[config.mk]
export PLATFORM = sky130hd
export DESIGN_NAME = bitops_top
export DESIGN_NICKNAME = d
export VERILOG_FILES = /design/src/source/bitops_pkg.sv /design/src/source/bit_tricks_stage.sv /design/src/source/bitops_top.sv /design/src/source/onehot_index_stage.sv /design/src/source/shift_lane.sv
export SDC_FILE = /design/constraint.sdc
export NUM_CORES = 1
export LEC_CHECK = 0
export BUFFER_PORTS_ARGS = -buffer_cell sky130_fd_sc_hd__buf_2
export CORE_MARGIN = 5
export CORE_UTILIZATION = 55
export DETAILED_ROUTE_END_ITERATION = 7
export GPL_TIMING_DRIVEN = 0
export PLACE_DENSITY = 0.71
export SLEW_MARGIN = 20
export SYNTH_ARGS = -nofsm -noshare
export SYNTH_HDL_FRONTEND = slang
export SYNTH_SLANG_ARGS = --single-unit
export TNS_END_PERCENT = 10
[constraint.sdc]
create_clock -name clk -period 6.2 [get_ports clk]
set_input_delay 0.93 -clock clk [delete_from_list [all_inputs] [get_ports clk]]
set_output_delay 0.93 -clock clk [all_outputs]
set_load 0.01 [all_outputs]
[src/source/bitops_pkg.sv]
`default_nettype none

//////////////////////////////////////////////////////////////////////
// shared widths and word types for the bit-manipulation harness
//////////////////////////////////////////////////////////////////////

package bitops_pkg;

    // lane word width, every lane carries one of these
    localparam int unsigned word_w = 32;

    // bit index width, enough to name any bit of a word
    localparam int unsigned idx_w = $clog2(word_w);

    // number of serial lanes on the pins
    localparam int unsigned num_lanes = 5;

    // control pins
    // bit 0 parallel load, bit 1 shift enable
    localparam int unsigned num_gpi = 2;
    localparam int unsigned gpi_pld = 0;
    localparam int unsigned gpi_sen = 1;

    // one lane word
    typedef logic [word_w-1:0] word_t;

    // bit position inside a word
    typedef logic [idx_w-1:0] idx_t;

    // priority encoder result
    // vld sits in the msb, so it lands on bit idx_w once zero-extended
    typedef struct packed {
        logic vld;
        idx_t idx;
    } enc_t;

    // all lane words side by side, lane 0 in the lowest slice
    typedef word_t [num_lanes-1:0] lane_words_t;

endpackage : bitops_pkg

`default_nettype wire

[src/source/bit_tricks_stage.sv]
`timescale 1ns/1ps
`default_nettype none

//////////////////////////////////////////////////////////////////////
// registered bit tricks for lanes 0 to 2
// negate, isolate rightmost one, clear rightmost one
//////////////////////////////////////////////////////////////////////

module bit_tricks_stage (
    input  logic              clk,
    input  logic              rst_i,
    // held lane words
    input  bitops_pkg::word_t neg_x_i,
    input  bitops_pkg::word_t iso_x_i,
    input  bitops_pkg::word_t clr_x_i,
    // registered results
    output bitops_pkg::word_t neg_o,
    output bitops_pkg::word_t iso_o,
    output bitops_pkg::word_t clr_o
);

    bitops_pkg::word_t neg_d;
    bitops_pkg::word_t iso_d;
    bitops_pkg::word_t clr_d;

    // two's complement, invert and add one
    assign neg_d = ~neg_x_i + bitops_pkg::word_t'(1);

    // x & -x keeps only the lowest set bit
    // the carry of -x stops at that bit, everything below is zero
    assign iso_d = iso_x_i & (~iso_x_i + bitops_pkg::word_t'(1));

    // x & (x-1) drops the lowest set bit
    // the borrow flips that bit and the zeros below it
    assign clr_d = clr_x_i & (clr_x_i - bitops_pkg::word_t'(1));

    //////////////////////////////////////////////////////////////////////
    // output registers
    //////////////////////////////////////////////////////////////////////

    always_ff @(posedge clk) begin
        if (rst_i) begin
            neg_o <= '0;
            iso_o <= '0;
            clr_o <= '0;
        end else begin
            neg_o <= neg_d;
            iso_o <= iso_d;
            clr_o <= clr_d;
        end
    end

    //////////////////////////////////////////////////////////////////////
    // checks
    //////////////////////////////////////////////////////////////////////

    // isolated word is zero or a single bit
    iso_onehot0_a : assert property (
        @(posedge clk) disable iff (rst_i)
        $onehot0(iso_o)
    ) else $error("bit_tricks_stage: iso_o has more than one bit set");

endmodule : bit_tricks_stage

`default_nettype wire

[src/source/bitops_top.sv]
`timescale 1ns/1ps
`default_nettype none

//////////////////////////////////////////////////////////////////////
// bit-manipulation harness top
// five serial lanes around two registered compute stages
//////////////////////////////////////////////////////////////////////

module bitops_top (
    // system
    input  logic                                clk,
    input  logic                                rst_i,
    // control pins
    input  logic [bitops_pkg::num_gpi-1:0]      gpi_i,
    // serial lanes
    input  logic [bitops_pkg::num_lanes-1:0]    p_i,
    output logic [bitops_pkg::num_lanes-1:0]    p_o
);

    //////////////////////////////////////////////////////////////////////
    // local signals
    //////////////////////////////////////////////////////////////////////

    // control strobes
    logic sen;
    logic pld;

    // words held in the lanes, and results going back into them
    bitops_pkg::lane_words_t held;
    bitops_pkg::lane_words_t results;

    // narrow results of lanes 3 and 4
    bitops_pkg::idx_t oh_idx;
    bitops_pkg::enc_t enc;

    assign pld = gpi_i[bitops_pkg::gpi_pld];
    assign sen = gpi_i[bitops_pkg::gpi_sen];

    //////////////////////////////////////////////////////////////////////
    // lane array
    //////////////////////////////////////////////////////////////////////

    // instance i owns slice i of held/results and pin i
    shift_lane u_lane [bitops_pkg::num_lanes-1:0] (
        .clk   (clk),
        .rst_i (rst_i),
        .sen_i (sen),
        .pld_i (pld),
        .ser_i (p_i),
        .par_i (results),
        .par_o (held),
        .ser_o (p_o)
    );

    //////////////////////////////////////////////////////////////////////
    // compute stages
    //////////////////////////////////////////////////////////////////////

    // lanes 0 to 2
    bit_tricks_stage u_bit_tricks (
        .clk     (clk),
        .rst_i   (rst_i),
        .neg_x_i (held[0]),
        .iso_x_i (held[1]),
        .clr_x_i (held[2]),
        .neg_o   (results[0]),
        .iso_o   (results[1]),
        .clr_o   (results[2])
    );

    // lanes 3 and 4
    onehot_index_stage u_onehot_index (
        .clk      (clk),
        .rst_i    (rst_i),
        .oh_x_i   (held[3]),
        .dec_x_i  (held[4]),
        .oh_idx_o (oh_idx),
        .enc_o    (enc)
    );

    // zero-extend the narrow results to full lane words
    // vld ends up in bit idx_w of lane 4
    assign results[3] = {{(bitops_pkg::word_w - bitops_pkg::idx_w){1'b0}}, oh_idx};
    assign results[4] = {{(bitops_pkg::word_w - $bits(bitops_pkg::enc_t)){1'b0}}, enc};

endmodule : bitops_top

`default_nettype wire

[src/source/onehot_index_stage.sv]
`timescale 1ns/1ps
`default_nettype none

//////////////////////////////////////////////////////////////////////
// registered index logic for lanes 3 and 4
// one-hot to index, lowest-set-bit priority encoder
//////////////////////////////////////////////////////////////////////

module onehot_index_stage (
    input  logic              clk,
    input  logic              rst_i,
    // held lane words
    input  bitops_pkg::word_t oh_x_i,
    input  bitops_pkg::word_t dec_x_i,
    // registered results
    output bitops_pkg::idx_t  oh_idx_o,
    output bitops_pkg::enc_t  enc_o
);

    bitops_pkg::idx_t oh_idx_d;
    bitops_pkg::enc_t enc_d;

    //////////////////////////////////////////////////////////////////////
    // one-hot to index
    //////////////////////////////////////////////////////////////////////

    // or together the positions of every set bit
    // exact for a one-hot word, zero for zero, a mix for anything else
    // no priority chain, just an or tree per index bit
    always_comb begin
        oh_idx_d = '0;
        for (int i = 0; i < bitops_pkg::word_w; i++) begin
            if (oh_x_i[i]) begin
                oh_idx_d = oh_idx_d | bitops_pkg::idx_t'(i);
            end
        end
    end

    //////////////////////////////////////////////////////////////////////
    // priority encoder, lowest index wins
    //////////////////////////////////////////////////////////////////////

    // walk from the top down so the lowest set bit is written last
    always_comb begin
        enc_d = '0;
        for (int i = bitops_pkg::word_w - 1; i >= 0; i--) begin
            if (dec_x_i[i]) begin
                enc_d.vld = 1'b1;
                enc_d.idx = bitops_pkg::idx_t'(i);
            end
        end
    end

    //////////////////////////////////////////////////////////////////////
    // output registers
    //////////////////////////////////////////////////////////////////////

    always_ff @(posedge clk) begin
        if (rst_i) begin
            oh_idx_o <= '0;
            enc_o    <= '0;
        end else begin
            oh_idx_o <= oh_idx_d;
            enc_o    <= enc_d;
        end
    end

    //////////////////////////////////////////////////////////////////////
    // checks
    //////////////////////////////////////////////////////////////////////

    // vld follows the previous input word one cycle later
    // skip the first edge out of reset, the register was still clearing
    enc_vld_follows_input_a : assert property (
        @(posedge clk) disable iff (rst_i)
        !$past(rst_i) |-> (enc_o.vld == ($past(dec_x_i) != '0))
    ) else $error("onehot_index_stage: enc_o.vld does not match input");

endmodule : onehot_index_stage

`default_nettype wire

[src/source/shift_lane.sv]
`timescale 1ns/1ps
`default_nettype none

//////////////////////////////////////////////////////////////////////
// one serial lane
// shift-in on enable, parallel load on strobe, msb out
//////////////////////////////////////////////////////////////////////

module shift_lane (
    input  logic              clk,
    input  logic              rst_i,
    // control strobes
    input  logic              sen_i,
    input  logic              pld_i,
    // serial and parallel data
    input  logic              ser_i,
    input  bitops_pkg::word_t par_i,
    output bitops_pkg::word_t par_o,
    output logic              ser_o
);

    // lane register
    bitops_pkg::word_t lane_q;

    always_ff @(posedge clk) begin
        if (rst_i) begin
            lane_q <= '0;
        end else if (sen_i) begin
            // shift left, new bit enters at the lsb
            lane_q <= {lane_q[bitops_pkg::word_w-2:0], ser_i};
        end else if (pld_i) begin
            // take the compute result back in
            lane_q <= par_i;
        end
    end

    // word goes to the compute stages
    assign par_o = lane_q;

    // msb leaves first
    assign ser_o = lane_q[bitops_pkg::word_w-1];

    //////////////////////////////////////////////////////////////////////
    // checks
    //////////////////////////////////////////////////////////////////////

    // a load in the middle of a shift would mix two words
    sen_pld_exclusive_a : assert property (
        @(posedge clk) disable iff (rst_i)
        sen_i |-> !pld_i
    ) else $error("shift_lane: sen and pld asserted together");

endmodule : shift_lane

`default_nettype wire

==> impl_results.md, run 1 <==
* WS Path Type: in2reg
* Initial core utilization at 0.5606
* Overall power at 0.003826 W
* Avg Vias per Cell at 5.717
* Slowest stage delay, CP at about 0.63 ns
* CTS Hold Bufs at 0
* Layout Utilization at 0.6303
* First-pass GRT wire length at 38.72 mm
* CTS tree: built
* Static Leak at roughly 5.1 nW
* Slowest CP cell: nor4_1
* VDD IR-drop max at 0.0002387 V
* Synth cell types at 45
* Cell family with the largest share of critical-path delay: simple AND/OR/NAND/NOR gates
* Post-synthesis cell count at 1,150
* Asr flop ratio synth at 0
* Req. time, crit path at 6.63 ns
* Syn avg cell area at 9.149 µm²
* Worst-margin pin slew at 0.7862 ns
* Setup TNS at 0 ns
* Number of synthesized flops with an enable pin at 0
* Seq/Total Area, Yosys at 0.5061
* Diodes inserted at 0
* Antenna Nets Post-Route at 0
* Hold_sp: u_lane[1].par_o[5]
* DRC at 0
* Max Slew Vio Count at 0
* Most frequent cell on the critical path: nor4_1
* Worst path depth at 6
* Die width at between 100 and 150 µm
* Routed WL per cell at 15.98 µm
* Vias in the first global route at between 7k and 8k
* Skew-Pair Late Insertion Delay at 0.53 ns
* Most common cell after layout, fill and taps aside: dfxtp_1
* Gr ovfl total at 0
* Crit path capture type: flip-flop
* Syn_nets at about 1.2k
* CTS buffer count at 28
* DP Wirelength at between 10 and 15 mm
* Drt first pass iters at 5
* Worst reg2reg path startpoint: u_lane[1].par_o[0]
* RSZ-0062 raised after global routing: no
* F_max at ~370 MHz
* I/O Buffers at 11
* Net Sw Frac at 0.2353
* Via Count at 8,261
* Starting DRT DRC Count at 492
* Max-Cap Viols at 0
* Total GRT Usage at 0.2058
* Sequential power share at 0.470
* Core area at 18,770 µm²
* Outcome: finished clean
* Post-CTS setup buffers at 0
* Number of synthesis warnings at 0
* Hold Path Class: reg2reg
* Clk slew on worst S/H paths at 0.06 ns
* R2r worst-path depth at 5
* Die Footprint at roughly 22,000 µm²
* Fin Clk Skew at 0.008715 ns
* Clk pwr share at 0.445
* Pin count of the biggest net entering global routing at 14
* Ys flop type: dfxtp_1
* CTS resizes at 0
* Cell area after synthesis at 10,520 µm²
* Place WS at between 3 and 4 ns
* Final period util at 0.4355
* Worst slew margin at 0.4710
* Die H at approximately 150 µm
* Critical Path Source Type: input pin
* Initial antenna violation count at 0
* Fin nets at 1,201
* Reg-to-reg slack, setup at 3.58 ns
* Clk sinks at around 270
* Routed WL at 23.09 mm
* WP data arrival at between 3 and 4 ns
* Row cnt at 50
* # H-tree levels at 1
* Final Hold Vio Count at 0
* Maximum root-to-sink buffer count at 3
* CP max FO at 6
* Worst Hold End: u_bit_tricks.iso_o[6]
* WHS Path Cells at 1
* Worst setup margin at 3.500 ns
* #FFs+latches synth at 266
* Final setup vio count at 0
* Area growth syn-to-layout at 12.43%
* GPL Wtd Cong at 0.8129
* WP buf/inv at 1
* Power per standard cell area at 323.5 nW/µm²
* Power Internal at 0.002926 W
* Number of I/O pins at 14
* CTS root buf: clkbuf_16
* Final min period at 2.700 ns
* Share of layout cells above drive strength 1 at 0.05367
* Gate power share at 0.085
* Reg2Reg Capture Point: u_bit_tricks.iso_o[31]
* Crit-path cells: buf_2 > nor4_1 > nand4b_1 > nor4_1 > nand2_1 > nor4b_1
* Switching Power at 0.0009002 W
* Commonest cells after routing, fill and taps aside: 266 x dfxtp_1, 259 x nor2_1, 110 x a21oi_1, 98 x mux2i_1, 70 x clkbuf_1
## worst register-to-register path, cell delays in order (launching register included)
cell and delay [ns]:
dfxtp_1 0.36, nor4_1 0.65, nand4b_1 0.45, nor4_1 0.63, nand2_1 0.16, nor4b_1 0.27
## cell type report
type                    instances  area, µm²
clock buffers                  44      872.1
well taps                     234      292.8
multi-input cells             786       4813
inverters                      14      52.55
fillers                      1599       6939
clock inverters                 6      82.58
repair buffers                 11      55.05
plain buffers                  84      335.3
flip-flops and latches        266       5325
## per-stage QoR
step                instance area, µm²  std cells  hold slack [ns]
floorplan                        10520       1150           0.4247
finish                           11830       1445           0.4692
CTS                              11830       1445           0.4735
global route                     11830       1445           0.4984
global placement                 10870       1395           0.4611
detailed placement               10870       1395           0.4703
## metal layers
layer  share of wire  wire [µm]  track usage
met1            0.49      11250       0.2889
met2            0.45      10480       0.3359
met3           0.037        857      0.03138
met4           0.022        499      0.04988
met5               0          0            0
## sequential cells by signal, indices dropped and copies added, names as in the netlist
name                     cells
u_onehot_index.enc_o         6
u_bit_tricks.clr_o          31
u_bit_tricks.neg_o          32
u_bit_tricks.iso_o          32
u_lane.par_o               160
u_onehot_index.oh_idx_o      5
## how the worst max path moves through the flow
stage          slack (ns)  startpoint                      to
5_1_grt              3.43       rst_i  u_bit_tricks.iso_o[31]
2_1_floorplan        3.76    gpi_i[0]     u_lane[0].par_o[30]
6_report             3.50       rst_i  u_bit_tricks.iso_o[31]
3_5_place_dp         3.05       rst_i  u_bit_tricks.iso_o[31]
3_3_place_gp         3.07       rst_i  u_bit_tricks.iso_o[31]
4_1_cts              3.61       rst_i  u_bit_tricks.iso_o[31]
## power groups by stage
stage | registers (W) | clock network [W] | logic [W]
finish | 0.00180 | 0.00170 | 0.000327
global route | 0.00180 | 0.00180 | 0.000365
CTS | 0.00180 | 0.00173 | 0.000328
detailed placement | 0.00184 | 0 | 0.000325
global placement | 0.00183 | 0 | 0.000319
floorplan | 0.00182 | 0 | 0.000252
## synth_stat cells (16+ instances only)
cell        n  area share
a211oi_1   17       0.012
a21oi_1   110       0.052
a22o_1     53       0.044
clkbuf_1   64       0.023
dfxtp_1   266        0.51
mux2i_1    98       0.093
nor2_1    259       0.092
nor3_1     36       0.017
nor4_1     29       0.017
xor2_1     16       0.013
## cell families after synthesis
logic type,share of synthesized area
AOI/OAI and AO/OA,0.1385
and+or+nand+nor,0.2007
DFF,0.5061
muxes,0.09323
xor gates and xnor gates,0.02331
adders and majority gates,0.001189
buffers and inverters,0.03687
Power figures use the tool's default switching activity.
==> run 2, diff against run 1 <==
--- a/config.mk
+++ b/config.mk
@@ -10,7 +10,7 @@
 export CORE_UTILIZATION = 55
 export DETAILED_ROUTE_END_ITERATION = 7
 export GPL_TIMING_DRIVEN = 0
-export PLACE_DENSITY = 0.71
+export PLACE_DENSITY = 0.74
 export SLEW_MARGIN = 20
 export SYNTH_ARGS = -nofsm -noshare
 export SYNTH_HDL_FRONTEND = slang
==> constraint.sdc (replaced) <==
create_clock -name clk -period 2.4 [get_ports clk]
set_input_delay 0.36 -clock clk [delete_from_list [all_inputs] [get_ports clk]]
set_output_delay 0.36 -clock clk [all_outputs]
set_load 0.01 [all_outputs]
==> impl_results.md, run 2 (synthesis results as in run 1) <==
* Outcome: finished clean
* RSZ-0062 raised after global routing: yes
* Vias in the first global route at 7,804
* Fin Clk Skew at 0.007791 ns
* Via Count at 8,277
* Worst-margin pin slew at 0.7929 ns
* Switching Power at 0.002315 W
* # H-tree levels at 1
* Avg Vias per Cell at 5.712
* WS Path Type: reg2reg
* Pin count of the biggest net entering global routing at 14
* Top Layer Used: met4
* GPL Wtd Cong at approximately 0.81
* Final setup vio count at 0
* Clk sinks at 266
* Die width at 148.3 µm
* Power per standard cell area at 818.6 nW/µm²
* Diodes inserted at 0
* Initial antenna violation count at 0
* Final Hold Vio Count at 0
* Met3 routed wirelength at ~950 µm
* Gr ovfl total at 0
* CTS tree: built
* Die Footprint at about 22,000 µm²
* Row cnt at 50
* Skew-Pair Late Insertion Delay at 0.53 ns
* CTS Hold Bufs at 0
* Number of I/O pins at 14
* Most common cell after layout, fill and taps aside: dfxtp_1
* VDD IR-drop max at 0.0008139 V
* Area growth syn-to-layout at 13.09%
* Core area at 18,770 µm²
* First-pass GRT wire length at 38.52 mm
* Share of layout cells above drive strength 1 at 0.06502
* Final min period at 2.369 ns
* Die H at about 150 µm
* Setup TNS at 0 ns
* F_max at ~420 MHz
* Worst slew margin at 0.4714
* Worst hold slack at 0.09184 ns
* Clk slew on worst S/H paths at 0.06 ns
* Hold Path Class: in2reg
* Commonest cells after routing, fill and taps aside: 262 x dfxtp_1, 259 x nor2_1, 110 x a21oi_1, 98 x mux2i_1, 72 x clkbuf_1
* Max Slew Vio Count at 0
* Max FFs per register at 160
* Critical Path Source Type: flip-flop
* Clk pwr share at 0.434
* WP data arrival at 2.79 ns
* Net Sw Frac at 0.2377
* Gate power share at 0.089
* Fin nets at 1,203
* DRC at 0
* Max-Cap Viols at 0
* Starting DRT DRC Count at 393
* Antenna Nets Post-Route at 0
* Req. time, crit path at 2.82 ns
* CP max FO at 7
* Initial core utilization at 0.5606
* Total GRT Usage at 0.2058
* Drt first pass iters at 5
* Met2 WL at 10.58 mm
* Routed WL at 22.92 mm
* DP Wirelength at between 10 and 15 mm
* M1 WL at 10.99 mm
* CTS buffer count at 28
* Final std cell area, no fill at ~12,000 µm²
* Maximum root-to-sink buffer count at 3
* Crit path capture type: flip-flop
* Sequential power share at 0.477
* Static Leak at a little over 5 nW
* I/O Buffers at 11
* CTS root buf: clkbuf_16
* Final period util at 0.9873
* Routed WL per cell at 15.82 µm
* Power Internal at about 0.0074 W
* Dpl cell area at between 10,000 and 15,000 µm²
==> run 2: cell count changes in the layout (fill, tap and decap cells not counted), sizes merged <==
cell | previous run | this run
buf | 31 | 33
clkinv | 3 | 5
bufinv | 2 | 1
clkbuf | 108 | 109
==> run 2: worst max-delay path, cell delays in order (launching register included) <==
cell	delay (ns)
dfxtp_2	0.35
or4_4	0.55
nor3_2	0.17
or4b_1	0.47
buf_6	0.16
or4_1	0.38
and3_1	0.19
==> run 2: final cells by class <==
type	instances	area, µm²
plain buffers	84	342.8
clock buffers	45	855.8
clock inverters	7	62.56
fillers	1595	6869
inverters	14	52.55
multi-input cells	786	4892
flip-flops and latches	266	5330
well taps	234	292.8
repair buffers	13	70.07
==> run 2: what timing repair did <==
action	4_1_cts	5_1_grt
buffers inserted	0	2
pin swaps	0	4
cloned	0	0
setup endpoints to repair	13	19
gates resized for setup	5	15
==> run 2: path summary, 6_finish.rpt <==
path	start	cells after the start	slack [ns]	end
max	u_lane[2].par_o[12]	6	0.03	u_bit_tricks.clr_o[25]
min	p_i[3]	3	0.09	u_lane[3].par_o[0]
max reg2reg	u_lane[2].par_o[12]	6	0.03	u_bit_tricks.clr_o[25]
min reg2reg	u_lane[2].par_o[31]	2	0.46	u_bit_tricks.clr_o[31]
==> run 2: power groups by stage <==
stage,Clock (W),Sequential (W),Combinational (W)
global placement,0,0.00473,0.000821
floorplan,0,0.00471,0.000652
CTS,0.00431,0.00464,0.000848
finish,0.00422,0.00465,0.000866
detailed placement,0,0.00474,0.000831
global route,0.00452,0.00466,0.000967
==> run 2: metal layers <==
layer  GRT usage  up-vias
li1            -     4154
met3     0.02956       31
met1      0.2942     3945
met2      0.3332      147
met4     0.04619        0
met5           0        -
==> run 2: through the flow <==
step | power (W) | std cells | setup slack (ns) | util
after floorplan | 0.005366 | 1150 | 0.1179 | -
after global placement | 0.005555 | 1395 | -0.1200 | 0.5791
after detailed placement | 0.005570 | 1395 | -0.1409 | 0.5794
after CTS | 0.009806 | 1447 | -0.03881 | 0.6301
after global routing | 0.01015 | 1449 | -0.04125 | 0.6340
final | 0.009740 | 1449 | 0.03051 | 0.6340
==> run 3, diff against run 2 <==
--- a/config.mk
+++ b/config.mk
@@ -10,9 +10,11 @@
 export CORE_UTILIZATION = 55
 export DETAILED_ROUTE_END_ITERATION = 7
 export GPL_TIMING_DRIVEN = 0
+export HOLD_SLACK_MARGIN = 0.08
 export PLACE_DENSITY = 0.74
 export SLEW_MARGIN = 20
 export SYNTH_ARGS = -nofsm -noshare
 export SYNTH_HDL_FRONTEND = slang
+export SYNTH_HIERARCHICAL = 1
 export SYNTH_SLANG_ARGS = --single-unit
 export TNS_END_PERCENT = 10
==> impl_results.md, run 3 <==
* Outcome: finished clean
* Final setup vio count at 0
* Routed WL at 24.89 mm
* WP data arrival at 2.76 ns
* Worst hold slack at 0.1156 ns
* Die H at approximately 160 µm
* Cell Count, Final, Fillers Out at 1,564
* Static Leak at between 5 and 6 nW
* Gr ovfl total at 0
* Synth area leader: dfxtp_1
* Synth top area share at 0.4465
* Row cnt at 53
* CTS Hold Bufs at 0
* Final min period at 2.320 ns
* Post-synthesis cell count at 1,174
* Number of synthesized flops with an enable pin at 0
* Total GRT Usage at 0.2017
* Pin count of the biggest net entering global routing at 32
* Skew-Pair Late Insertion Delay at 0.54 ns
* Share of layout cells above drive strength 1 at 0.08922
* Area growth syn-to-layout at 13.19%
* Syn avg cell area at 10.16 µm²
* Synth cell types at 59
* Fin Clk Skew at 0.01496 ns
* Hold Path Class: in2reg
* #FFs+latches synth at 266
* WS Path Type: reg2reg
* Setup TNS at 0 ns
* F_max at between 400 and 500 MHz
* GPL Wtd Cong at between 0.7 and 0.8
* Most common cell after layout, fill and taps aside: dfxtp_1
* Ys flop type: dfxtp_1
* RSZ-0062 raised after global routing: yes
* Routed WL per cell at roughly 16 µm
* Max FFs per register at 160
* CP max FO at 9
* Crit path capture type: flip-flop
* Drt first pass iters at 5
* Cell area after synthesis at 11,930 µm²
* WHS Path Cells at 3
* VDD IR-drop max at 0.0006274 V
* Fin nets at about 1.3k
* Worst slew margin at 0.4736
* Final period util at 0.9669
* Number of I/O pins at 14
* R2r worst-path depth at 5
* Placed Instances at 1,513
* Via Count at roughly 8.8k
* Initial antenna violation count at 0
* Clk sinks at roughly 270
* Final Hold Vio Count at 0
* Starting DRT DRC Count at 405
* Clk slew on worst S/H paths at 0.06 ns
* Power per standard cell area at 775.2 nW/µm²
* Die width at ~160 µm
* Number of synthesis warnings at 6
* Fillers at 1,734
* Commonest cells post-synth: 266 x dfxtp_1, 167 x nor2b_1, 163 x a211oi_1
* Seq/Total Area, Yosys at 0.4465
* Req. time, crit path at 2.84 ns
* Core area at about 21,000 µm²
* Die Footprint at 24,730 µm²
* Ranking of synthesized cells by area: dfxtp_1 45%, mux2i_1 13%, a211oi_1 10%
* DRC at 0
* Vias in the first global route at 8,705
* # H-tree levels at 1
* First-pass GRT wire length at around 43 mm
* Worst-margin pin slew at 0.7896 ns
* I/O Buffers at 12
* Avg Vias per Cell at ~5.6
* Critical Path Source Type: flip-flop
* Count leader, synth: dfxtp_1
* Asr flop ratio synth at 0
* CTS tree: built
* CTS root buf: clkbuf_16
* Maximum root-to-sink buffer count at 3
* Max-Cap Viols at 0
* Antenna Nets Post-Route at 0
* Max Slew Vio Count at 0
* Diodes inserted at 0
* DP Wirelength at 15.77 mm
* Initial core utilization at 0.5637
* Commonest cells after routing, fill and taps aside: 266 x dfxtp_1, 167 x nor2b_1, 163 x a211oi_1, 160 x mux2i_1, 68 x nor2_1
* CTS buffer count at 28
## run 3: critical path: stages (launching register included)
cell	delay (ns)
dfxtp_1	0.34
or4_4	0.56
or4_4	0.51
or4_4	0.42
buf_6	0.16
nor4b_4	0.24
## run 3: power breakdown
part           internal, W  switching, W  leakage [nW]
logic             0.000576      0.000665          2.79
registers          0.00470      0.000265          2.20
clock network      0.00254       0.00172         0.450
## run 3: cells by family after synthesis
group | count (synthesis) | share of synthesized area
multiplexers | 161 | 0.1352
flip-flops | 266 | 0.4465
AND/OR/NAND/NOR | 408 | 0.2119
AO/OA/AOI/OAI | 202 | 0.1250
buffers and inverters | 109 | 0.06127
other | 2 | 0.0006298
adder cells (fa/ha/maj) | 1 | 0.001049
XOR/XNOR | 25 | 0.01836
## run 3: area by class of cell
class	instances	area (µm²)	area share
sequential	266	5325	0.3945
tap	275	344.1	0.02549
timing repair buffer	14	75.07	0.005562
buffer	86	645.6	0.04783
clock buffer	40	807.0	0.05979
inverter	23	86.33	0.006396
multi-input combinational	851	6116	0.4531
clock inverter	9	98.84	0.007323
## run 3: what timing repair did
item                                    CTS  global route
gates resized for setup                   2             7
setup buffers                             0             2
endpoints found under the setup margin   15            19
pin swaps                                 0             1
## run 3: worst paths after layout
path / start / to / slack (ns)
setup / recovery: u_lane[1]/par_o[16] / u_bit_tricks/iso_o[27] / 0.08
hold / removal: p_i[0] / u_lane[0]/par_o[0] / 0.12
setup reg to reg: u_lane[1]/par_o[16] / u_bit_tricks/iso_o[27] / 0.08
hold reg to reg: u_lane[2]/par_o[22] / u_bit_tricks/clr_o[22] / 0.46
## run 3: metrics by stage
step | util | power [W] | setup slack [ns] | cell area, µm²
6_report | 0.6381 | 0.01046 | 0.07952 | 13500
5_1_grt | 0.6381 | 0.01090 | -0.01619 | 13500
4_1_cts | 0.6355 | 0.01052 | 0.01415 | 13440
3_5_place_dp | 0.5921 | 0.006259 | -0.5288 | 12520
3_3_place_gp | 0.5921 | 0.006217 | -0.4625 | 12520
2_1_floorplan | - | 0.005955 | 0.1977 | 12120
## run 3: metal layers
metal	global-route usage	wire, µm	part of all wire
met5	0	0	0
met4	0.05531	668	0.027
met3	0.02667	744	0.030
met2	0.3346	11480	0.46
met1	0.2782	12000	0.48
